[src/lsu_pkg.sv]
`default_nettype none

package lsu_pkg;

    // **********************************************************************
    // Core data path
    // **********************************************************************

    localparam int XLEN   = 32;
    localparam int STRB_W = XLEN / 8;        // One strobe bit per byte lane

    // Access width of a load or store
    typedef enum logic [1:0] {
        size_byte = 2'd0,
        size_half = 2'd1,
        size_word = 2'd2
    } mem_size_e;

    // **********************************************************************
    // AXI4 encodings
    // **********************************************************************

    localparam int AXI_ID_W = 4;

    localparam logic [AXI_ID_W-1:0] AXI_ID_LSU = '0;

    localparam logic [7:0] AXI_LEN_SINGLE  = 8'h00;    // One beat
    localparam logic [2:0] AXI_SIZE_WORD   = 3'd2;     // Four bytes per beat
    localparam logic [1:0] AXI_BURST_FIXED = 2'b00;

    // Response codes
    localparam logic [1:0] AXI_RESP_OKAY   = 2'b00;
    localparam logic [1:0] AXI_RESP_SLVERR = 2'b10;

endpackage

`default_nettype wire

[src/load_extract.sv]
`timescale 1ns/100ps
`default_nettype none

module load_extract
    import lsu_pkg::*;
(
    input  wire  [XLEN-1:0] rdata,
    input  wire  [1:0]      offset,
    input  wire  mem_size_e size,
    input  wire             load_unsigned,
    output logic [XLEN-1:0] load_data
);

    logic [XLEN-1:0] shifted;
    logic            fill;

    // Move the addressed byte lane down to bit 0
    assign shifted = rdata >> {offset, 3'b000};

    always_comb begin
        case (size)
            size_byte: begin
                fill      = !load_unsigned && shifted[7];
                load_data = {{(XLEN-8){fill}}, shifted[7:0]};
            end
            size_half: begin
                fill      = !load_unsigned && shifted[15];
                load_data = {{(XLEN-16){fill}}, shifted[15:0]};
            end
            default: begin
                fill      = 1'b0;                   // Full word, nothing to extend
                load_data = shifted;
            end
        endcase
    end

endmodule

`default_nettype wire

[src/lsu_unit.sv]
`timescale 1ns/100ps
`default_nettype none

module lsu_unit
    import lsu_pkg::*;
(
    input  wire                 clk,
    input  wire                 rst,
    // Execute side
    input  wire                 exu_valid,
    output logic                lsu_ready,
    input  wire  [XLEN-1:0]     addr,
    input  wire  [XLEN-1:0]     store_data,
    input  wire                 is_load,
    input  wire                 is_store,
    input  wire  mem_size_e     size,
    input  wire                 load_unsigned,
    // Write-back side
    input  wire                 wbu_ready,
    output logic                lsu_valid,
    output logic [XLEN-1:0]     result,
    output logic                access_fault,
    // AXI4 master
    input  wire                 awready,
    output logic                awvalid,
    output logic [XLEN-1:0]     awaddr,
    output logic [AXI_ID_W-1:0] awid,
    output logic [7:0]          awlen,
    output logic [2:0]          awsize,
    output logic [1:0]          awburst,
    input  wire                 wready,
    output logic                wvalid,
    output logic [XLEN-1:0]     wdata,
    output logic [STRB_W-1:0]   wstrb,
    output logic                wlast,
    output logic                bready,
    input  wire                 bvalid,
    input  wire  [1:0]          bresp,
    input  wire  [AXI_ID_W-1:0] bid,
    input  wire                 arready,
    output logic                arvalid,
    output logic [XLEN-1:0]     araddr,
    output logic [AXI_ID_W-1:0] arid,
    output logic [7:0]          arlen,
    output logic [2:0]          arsize,
    output logic [1:0]          arburst,
    output logic                rready,
    input  wire                 rvalid,
    input  wire  [1:0]          rresp,
    input  wire  [XLEN-1:0]     rdata,
    input  wire                 rlast,
    input  wire  [AXI_ID_W-1:0] rid
);

    typedef enum logic [1:0] {st_idle, st_pass, st_busy, st_done} state_e;

    state_e            state;
    logic              accept;
    logic [1:0]        offset;
    logic [STRB_W-1:0] store_strb;
    logic [XLEN-1:0]   store_wdata;
    logic [XLEN-1:0]   load_data;
    logic              r_err;
    logic              b_err;

    assign lsu_ready = (state == st_idle);
    assign accept    = exu_valid && lsu_ready;
    assign offset    = addr[1:0];

    // Single beat, fixed burst, word size on both address channels
    assign awid    = AXI_ID_LSU;
    assign awlen   = AXI_LEN_SINGLE;
    assign awsize  = AXI_SIZE_WORD;
    assign awburst = AXI_BURST_FIXED;
    assign wlast   = 1'b1;
    assign arid    = AXI_ID_LSU;
    assign arlen   = AXI_LEN_SINGLE;
    assign arsize  = AXI_SIZE_WORD;
    assign arburst = AXI_BURST_FIXED;

    assign r_err = (rresp != AXI_RESP_OKAY) || (rid != AXI_ID_LSU) || !rlast;
    assign b_err = (bresp != AXI_RESP_OKAY) || (bid != AXI_ID_LSU);

    // **********************************************************************
    // Store lane alignment
    // **********************************************************************

    assign store_wdata = store_data << {offset, 3'b000};

    always_comb begin
        case (size)
            size_byte: store_strb = STRB_W'(1) << offset;
            size_half: store_strb = STRB_W'(3) << offset;
            default:   store_strb = {STRB_W{1'b1}} << offset;
        endcase
    end

    load_extract load_extract_i (
        .rdata         (rdata),
        .offset        (offset),
        .size          (size),
        .load_unsigned (load_unsigned),
        .load_data     (load_data)
    );

    // **********************************************************************
    // Control FSM
    // **********************************************************************

    always_ff @(posedge clk or posedge rst) begin
        if (rst) begin
            state        <= st_idle;
            lsu_valid    <= 1'b0;
            access_fault <= 1'b0;
            awvalid      <= 1'b0;
            wvalid       <= 1'b0;
            bready       <= 1'b0;
            arvalid      <= 1'b0;
            rready       <= 1'b0;
        end else begin
            case (state)
                st_idle: begin
                    if (accept) begin
                        if (is_load) begin
                            arvalid <= 1'b1;
                            state   <= st_busy;
                        end else if (is_store) begin
                            awvalid <= 1'b1;
                            state   <= st_busy;
                        end else begin
                            state <= st_pass;
                        end
                    end
                end
                st_pass: state <= st_busy;          // Address pass-through slot
                st_busy: begin
                    if (is_load) begin
                        if (arvalid && arready) begin
                            arvalid <= 1'b0;
                            rready  <= 1'b1;
                        end
                        if (rvalid && rready) begin
                            rready       <= 1'b0;
                            lsu_valid    <= 1'b1;
                            access_fault <= r_err;
                            state        <= st_done;
                        end
                    end else if (is_store) begin
                        if (awvalid && awready) begin
                            awvalid <= 1'b0;
                            wvalid  <= 1'b1;        // Data follows the address
                        end
                        if (wvalid && wready) begin
                            wvalid <= 1'b0;
                            bready <= 1'b1;
                        end
                        if (bvalid && bready) begin
                            bready       <= 1'b0;
                            lsu_valid    <= 1'b1;
                            access_fault <= b_err;
                            state        <= st_done;
                        end
                    end else begin
                        lsu_valid <= 1'b1;
                        state     <= st_done;
                    end
                end
                st_done: begin
                    if (wbu_ready) begin
                        lsu_valid    <= 1'b0;
                        access_fault <= 1'b0;
                        state        <= st_idle;
                    end
                end
                default: state <= st_idle;
            endcase
        end
    end

    // Request and result payload
    always_ff @(posedge clk) begin
        if (accept) begin
            awaddr <= addr;
            araddr <= addr;
            wdata  <= store_wdata;
            wstrb  <= store_strb;
        end
        // Last busy cycle leaves the final value
        if (state == st_busy) begin
            result <= is_load ? load_data : addr;
        end
    end

    // A result only appears from an operation in flight
    assert property (@(posedge clk) disable iff (rst)
        $rose(lsu_valid) |-> $past(state) != st_idle);

    assert property (@(posedge clk) disable iff (rst) !(arvalid && awvalid));

endmodule

`default_nettype wire

[config.mk]
export PLATFORM = sky130hd
export DESIGN_NAME = lsu_unit
export DESIGN_NICKNAME = d
export VERILOG_FILES = /design/src/lsu_pkg.sv /design/src/load_extract.sv /design/src/lsu_unit.sv
export SDC_FILE = /design/constraint.sdc
export NUM_CORES = 1
export LEC_CHECK = 0
export ABC_AREA = 1
export BUFFER_PORTS_ARGS = -buffer_cell sky130_fd_sc_hd__buf_2
export CAP_MARGIN = 25
export CELL_PAD_IN_SITES_DETAIL_PLACEMENT = 0
export CELL_PAD_IN_SITES_GLOBAL_PLACEMENT = 2
export CORE_MARGIN = 3
export CORE_UTILIZATION = 28
export CTS_CLUSTER_DIAMETER = 60
export DETAILED_ROUTE_END_ITERATION = 10
export PLACE_DENSITY_LB_ADDON = 0.1
export SETUP_SLACK_MARGIN = 0.2
export SLEW_MARGIN = 20
export SYNTH_ARGS = -nofsm -noshare
export SYNTH_HDL_FRONTEND = slang
export SYNTH_SLANG_ARGS = --single-unit
[constraint.sdc]
create_clock -name clk -period 5 [get_ports clk]
set_clock_uncertainty 0.05 [all_clocks]
set_input_delay 1.5 -clock clk [delete_from_list [all_inputs] [get_ports clk]]
set_output_delay 1.5 -clock clk [all_outputs]
set_load 0.05 [all_outputs]
==> results of run 1 <==
[flip-flops by register name, indices dropped and copies added (netlist names)]
| name | flops |
|---|---|
| result | 32 |
| bready | 1 |
| wstrb | 4 |
| awvalid | 1 |
| arvalid | 1 |
| lsu_valid | 1 |
| wvalid | 1 |
| araddr | 32 |
| state | 2 |
| rready | 1 |
| access_fault | 1 |
| wdata | 32 |
[cells by family (layout without fill, tap and decap cells)]
family	Yosys count	in the layout	synth area share, %
other cells	2	36	0.1281
fa+ha+maj	3	3	0.6404
buf+inv	150	336	15.05
compound gates	86	86	9.157
flops	109	109	55.07
simple gates	267	267	19.96
[critical path, stage by stage]
cell and delay (ps):
buf_2 650, inv_4 240, nand3_1 230, nand3_4 280, nand2_1 170, nand2_1 110, nand2_1 90
[placed cells by master, fill, tap and decap left out, drive strengths merged]
master	netlist	routed
clkinv	0	3
a21oi	29	29
ha	3	3
nand3	36	36
a31oi	3	3
clkbuf	7	9
o21ai	16	16
or2	17	17
buf	88	265
nor2	70	70
conb	2	35
nand2	137	137
dfrtp	9	9
inv	55	58
bufinv	0	1
o31ai	6	6
o211ai	8	8
nor3	3	3
nand4	3	3
diode	0	1
edfxtp	100	100
o22ai	2	2
nand3b	1	1
a22oi	14	14
o32ai	8	8
[layer usage]
layer	vias up	wire, um
met5	-	27
met4	4	257
met3	19	1482
met2	207	8681
met1	2209	7888
li1	2397	-
[stage by stage]
stage          cell area, um^2  util (%)
2_1_floorplan             5986         -
3_3_place_gp              6987     34.20
3_5_place_dp              6987     34.20
4_1_cts                   7283     35.65
5_1_grt                   7283     35.65
6_report                  7286     35.66
[layout make-up]
class	instances	area (um^2)
inverter	55	209.0
clock inverter	7	71.32
timing repair buffer	265	1334
fill	2174	13140
multi-input combinational	391	1878
tap	270	337.8
clock buffer	9	225.2
sequential	109	3228
antenna	1	2.502
[power groups by stage]
| stage | Sequential (mW) | Clock (mW) | Combinational, mW |
|---|---|---|---|
| floorplan | 2.18 | 0 | 0.678 |
| global route | 1.42 | 0.788 | 1.90 |
| CTS | 1.40 | 0.765 | 1.81 |
| finish | 1.39 | 0.739 | 1.79 |
| global placement | 1.41 | 0 | 1.81 |
| detailed placement | 1.41 | 0 | 1.81 |
[how the worst max path moves through the flow]
| stage | end | depth (start not counted) |
|---|---|---|
| 6_report | result[12] | 7 |
| 3_3_place_gp | result[12] | 7 |
| 3_5_place_dp | result[14] | 7 |
| 4_1_cts | result[14] | 7 |
| 5_1_grt | result[11] | 7 |
| 2_1_floorplan | araddr[0] | 2 |
==> flow_metrics.env, run 1 <==
export IMPL_cts_buffers=9
export IMPL_cts_resized_gates=0
export IMPL_hold_depth=1
export IMPL_place_ws_ps=1542
export IMPL_die_h_um=150.7
export IMPL_syn2layout_area_growth_pct=24.29
export IMPL_hpwl_um=14000
export IMPL_hold_slack_ps=462.2
export IMPL_outcome="finished clean"
export IMPL_p_int_mw=2.033
export IMPL_vdd_drop_max_v=0.0002385
export IMPL_maxCapViolations=0
export IMPL_hold_path_class="flop to flop"
export IMPL_final_setup_worst_slack_ps=1852
export IMPL_busiest_layer="met2"
export IMPL_syn_area_um2=5862
export IMPL_antenna_found_initial=2
export IMPL_crit_start="addr[1]"
export IMPL_dieArea_um2=22710
export IMPL_p_clk_share_pct=18.9
export IMPL_finish_net_count=957
export IMPL_async_flop_share_pct=8.257
export IMPL_worst_pin_slew_ps=934.4
export IMPL_synth_area_per_cell_um2=9.501
export IMPL_cts_sinks=109
export IMPL_slew_violations=0
export IMPL_crit_path_max_fanout=44
export IMPL_cts_root_buf="clkbuf_16"
export IMPL_swShare_pct=48.11
export IMPL_ys_top_cells_by_area="edfxtp_1, buf_4, nand2_1"
export IMPL_grt_overflow=0
export IMPL_rr_startpoint="state[0]"
export IMPL_synth_most_common_cell="nand2_1"
export IMPL_rsz0062_at_grt="false"
export IMPL_grt_total_usage_pct=15.22
export IMPL_gp_congestion=0.7848
export IMPL_use_met2_pct=24.71
export IMPL_drive_above_1_share_pct=37.68
export IMPL_drc=0
export IMPL_vias_per_cell=4.369
export IMPL_finalSetupViolations=0
export IMPL_synth_cells_most_frequent="nand2_1, edfxtp_1, buf_4"
export IMPL_first_global_vias=4535
export IMPL_instances_no_fill=1107
export IMPL_fp_row_count=52
export IMPL_rrSetupSlack_ps=2750
export IMPL_die_x_um=150.7
export IMPL_clkTransAtPathRegs_ps=70
export IMPL_cp_end_kind="flop"
export IMPL_max_freq_mhz=317.7
export IMPL_port_buffers=262
export IMPL_synth_edff_count=100
export IMPL_cts_htree_levels=3
export IMPL_place_inst=1090
export IMPL_drtIter0Drc=266
export IMPL_startpoint_type="input pin"
export IMPL_vias=4836
export IMPL_postCtsHoldBufs=0
export IMPL_fin_crit_sh_pct=62.96
export IMPL_synth_top_cell_area_share_pct=51.23
export IMPL_comb_power_share_pct=45.6
export IMPL_fin_crit_ps=3148
export IMPL_met3_usage_pct=3.642
export IMPL_power_density_nw_per_um2=537.7
export IMPL_wl_um=18340
export IMPL_cts_tree="yes"
export IMPL_sequentialPowerShare_pct=35.5
export IMPL_postCtsSetupBuffers=0
export IMPL_seq_area_frac_synth_pct=55.07
export IMPL_synthFlopType="edfxtp_1"
export IMPL_core_area_um2=20430
export IMPL_hold_start="wvalid"
export IMPL_initial_core_util_pct=28.69
export IMPL_grt_pass1_wl_um=26020
export IMPL_finalPower_mw=3.918
export IMPL_cp_required_ps=5170
export IMPL_wl_per_cell_um=16.56
export IMPL_yosysTopAreaCell="edfxtp_1"
export IMPL_path_class="input pin to flop"
export IMPL_r2r_cells=9
export IMPL_p_leak_nw=3.517
export IMPL_min_to="wvalid"
export IMPL_worst_ep_arrival_time_ps=3320
export IMPL_r2r_end="state[1]"
export IMPL_fin_tns_setup_ps=0
export IMPL_grt_max_degree=67
export IMPL_clock_latency_ps=350
export IMPL_io_pins=298
export IMPL_ys_ff_latch=109
export IMPL_drt_first_pass_iters=5
export IMPL_power_net_switching_mw=1.885
export IMPL_ys_warn_count=0
export IMPL_ant_nets=0
export IMPL_synth_cell_types=34
export IMPL_hold_viol_final=0
export IMPL_netlist_instances=617
export IMPL_cts_max_path_buffers=2
export IMPL_gr_usage_met1_pct=20.29
export IMPL_max_slew_margin_pct=37.70
Power figures use the tool's default switching activity.
==> inputs of run 2 (changes only) <==
Settings changed: CORE_UTILIZATION 28 to 23.
Clock period 5 ns to 2.8 ns, I/O delays scaled along.
==> run 2 against run 1 <==
  * Sequential share of layout area shrank 0.91 points
  * Worst setup slack lost 1400 ps
  * Critical endpoint is now lsu_ready
  * Highest routed layer is now met4
  * Combinational power grew 82%
  * Total power grew 81%
  * Via count shrank 0.21%
  * Largest cell class unchanged
  * Sequential power grew 78%
  * Final cell count grew 5.5%
  * Clock power grew 85%
  * Critical path depth shrank 4
  * Global-route usage shrank 1.4 points
  * Clock-buffer cell count is the same
  * Register-to-register slack lost 2000 ps
==> flow_metrics.env, run 2 (synthesized netlist as in run 1, its figures left out) <==
export IMPL_grt_max_degree=67
export IMPL_r2r_cells=5
export IMPL_io_pins=298
export IMPL_largestRegisters="araddr: 32 flops, result: 32 flops, wdata: 32 flops"
export IMPL_drt_first_pass_iters=4
export IMPL_top_layer_used="met4"
export IMPL_rr_startpoint="state[0]"
export IMPL_vias=4826
export IMPL_clkTransAtPathRegs_ps=80
export IMPL_drtIter0Drc=287
export IMPL_core_area_um2=24680
export IMPL_cp_required_ps=1910
export IMPL_cts_tree="yes"
export IMPL_fin_crit_sh_pct=85.39
export IMPL_crit_path_max_fanout=9
export IMPL_grt_total_usage_pct=13.83
export IMPL_outcome="finished clean"
export IMPL_first_global_vias=4902
export IMPL_finalSetupViolations=0
export IMPL_drive_above_1_share_pct=38.00
export IMPL_gp_congestion=0.7540
export IMPL_ant_nets=0
export IMPL_die_h_um=165.6
export IMPL_hold_viol_final=0
export IMPL_cts_resized_gates=0
export IMPL_rrSetupSlack_ps=780
export IMPL_maxCapViolations=0
export IMPL_fp_row_count=57
export IMPL_vdd_drop_max_v=0.0003096
export IMPL_die_x_um=165.6
export IMPL_hold_path_class="input pin to asynchronous set/reset pin"
export IMPL_path_class="flop to output pin"
export IMPL_postCtsHoldBufs=0
export IMPL_cts_htree_levels=3
export IMPL_power_density_nw_per_um2=954.3
export IMPL_cts_max_path_buffers=2
export IMPL_max_slew_margin_pct=59.51
export IMPL_fin_util_pct=30.14
export IMPL_antenna_found_initial=1
export IMPL_finish_net_count=963
export IMPL_grt_overflow=0
export IMPL_layout_common_cells="buf_2, nand2_1, edfxtp_1, nor2_1, inv_1"
export IMPL_drc=0
export IMPL_grt_pass1_wl_um=29310
export IMPL_rsz0062_at_grt="false"
export IMPL_wl_met2_um=9881
export IMPL_cp_end_kind="output pin"
export IMPL_wl_per_cell_um=16.93
export IMPL_worst_pin_slew_ps=607.3
export IMPL_routed_wl_met3_um=1252
export IMPL_postCtsSetupBuffers=0
export IMPL_initial_core_util_pct=23.76
export IMPL_dieArea_um2=27440
export IMPL_slew_violations=0
export IMPL_final_common_cell="buf_2"
export IMPL_hold_slack_ps=401.4
export IMPL_r2r_end="wdata[15]"
export IMPL_fin_crit_ps=2391
export IMPL_max_freq_mhz=418.2
export IMPL_startpoint_type="flop"
export IMPL_worst_ep_arrival_time_ps=1500
export IMPL_clock_latency_ps=350
export IMPL_cts_root_buf="clkbuf_16"
export IMPL_wl_um=19780
export IMPL_hpwl_um=15130
export IMPL_n_fill_cell=2706
export IMPL_wl_met1_um=8402
export IMPL_fin_tns_setup_ps=0
export IMPL_vias_per_cell=4.132
export IMPL_p_leak_nw=3.549
export IMPL_cts_buffers=9
export IMPL_cts_sinks=109
export IMPL_syn2layout_area_growth_pct=26.89
export IMPL_port_buffers=262
## run 2: changes by cell type in the layout (fill, tap and decap cells not counted)
cell	delta
buf_12	+2
buf_4	+4
clkinv_1	+1
clkinv_2	-3
clkinv_4	+2
clkinvlp_4	+1
diode_2	+1
inv_2	-1
inv_6	-1
inv_8	+1
## run 2: area by class of cell
type	count	area (um^2)	share of cell area (%)
Antenna cell	2	5.005	0.06728
Multi-Input combinational cell	391	1878	25.25
Timing Repair Buffer	271	1404	18.87
Clock inverter	7	80.08	1.077
Inverter	55	212.7	2.860
Sequential cell	109	3228	43.40
Tap cell	324	405.4	5.450
Clock buffer	9	225.2	3.028
## run 2: where the power goes
group / internal (mW) / total, mW / switching, mW
Combinational: 0.612 / 3.25 / 2.64
Clock: 0.710 / 1.37 / 0.664
Sequential: 2.33 / 2.48 / 0.146
## run 2: routing by layer
metal,vias up,track usage (%)
li1,2408,-
met1,2225,17.05
met2,180,24.35
met3,13,3.408
met4,0,3.400
met5,-,0
## run 2: worst max path at each step
stage | from | end | slack (ps) | depth (start not counted)
6_report | state[0] | lsu_ready | 410 | 3
5_1_grt | state[0] | lsu_ready | 280 | 3
4_1_cts | state[0] | lsu_ready | 360 | 3
3_5_place_dp | addr[0] | result[21] | 490 | 8
3_3_place_gp | addr[0] | result[24] | 560 | 8
2_1_floorplan | state[0] | araddr[0] | 240 | 5
## run 2: per-stage QoR
step,area (um^2),std cells,setup slack (ps),power (mW)
after floorplan,5989,650,236.3,5.100
after global placement,7128,1150,559.2,5.803
after detailed placement,7128,1150,489.7,5.814
after CTS,7433,1166,355.8,7.228
after global routing,7436,1167,279.9,7.448
final,7438,1168,409.1,7.098
## run 2: worst max-delay path, stage by stage (launching register included)
cell,delay (ps)
dfrtp_1,390
inv_1,100
ha_1,330
buf_2,330
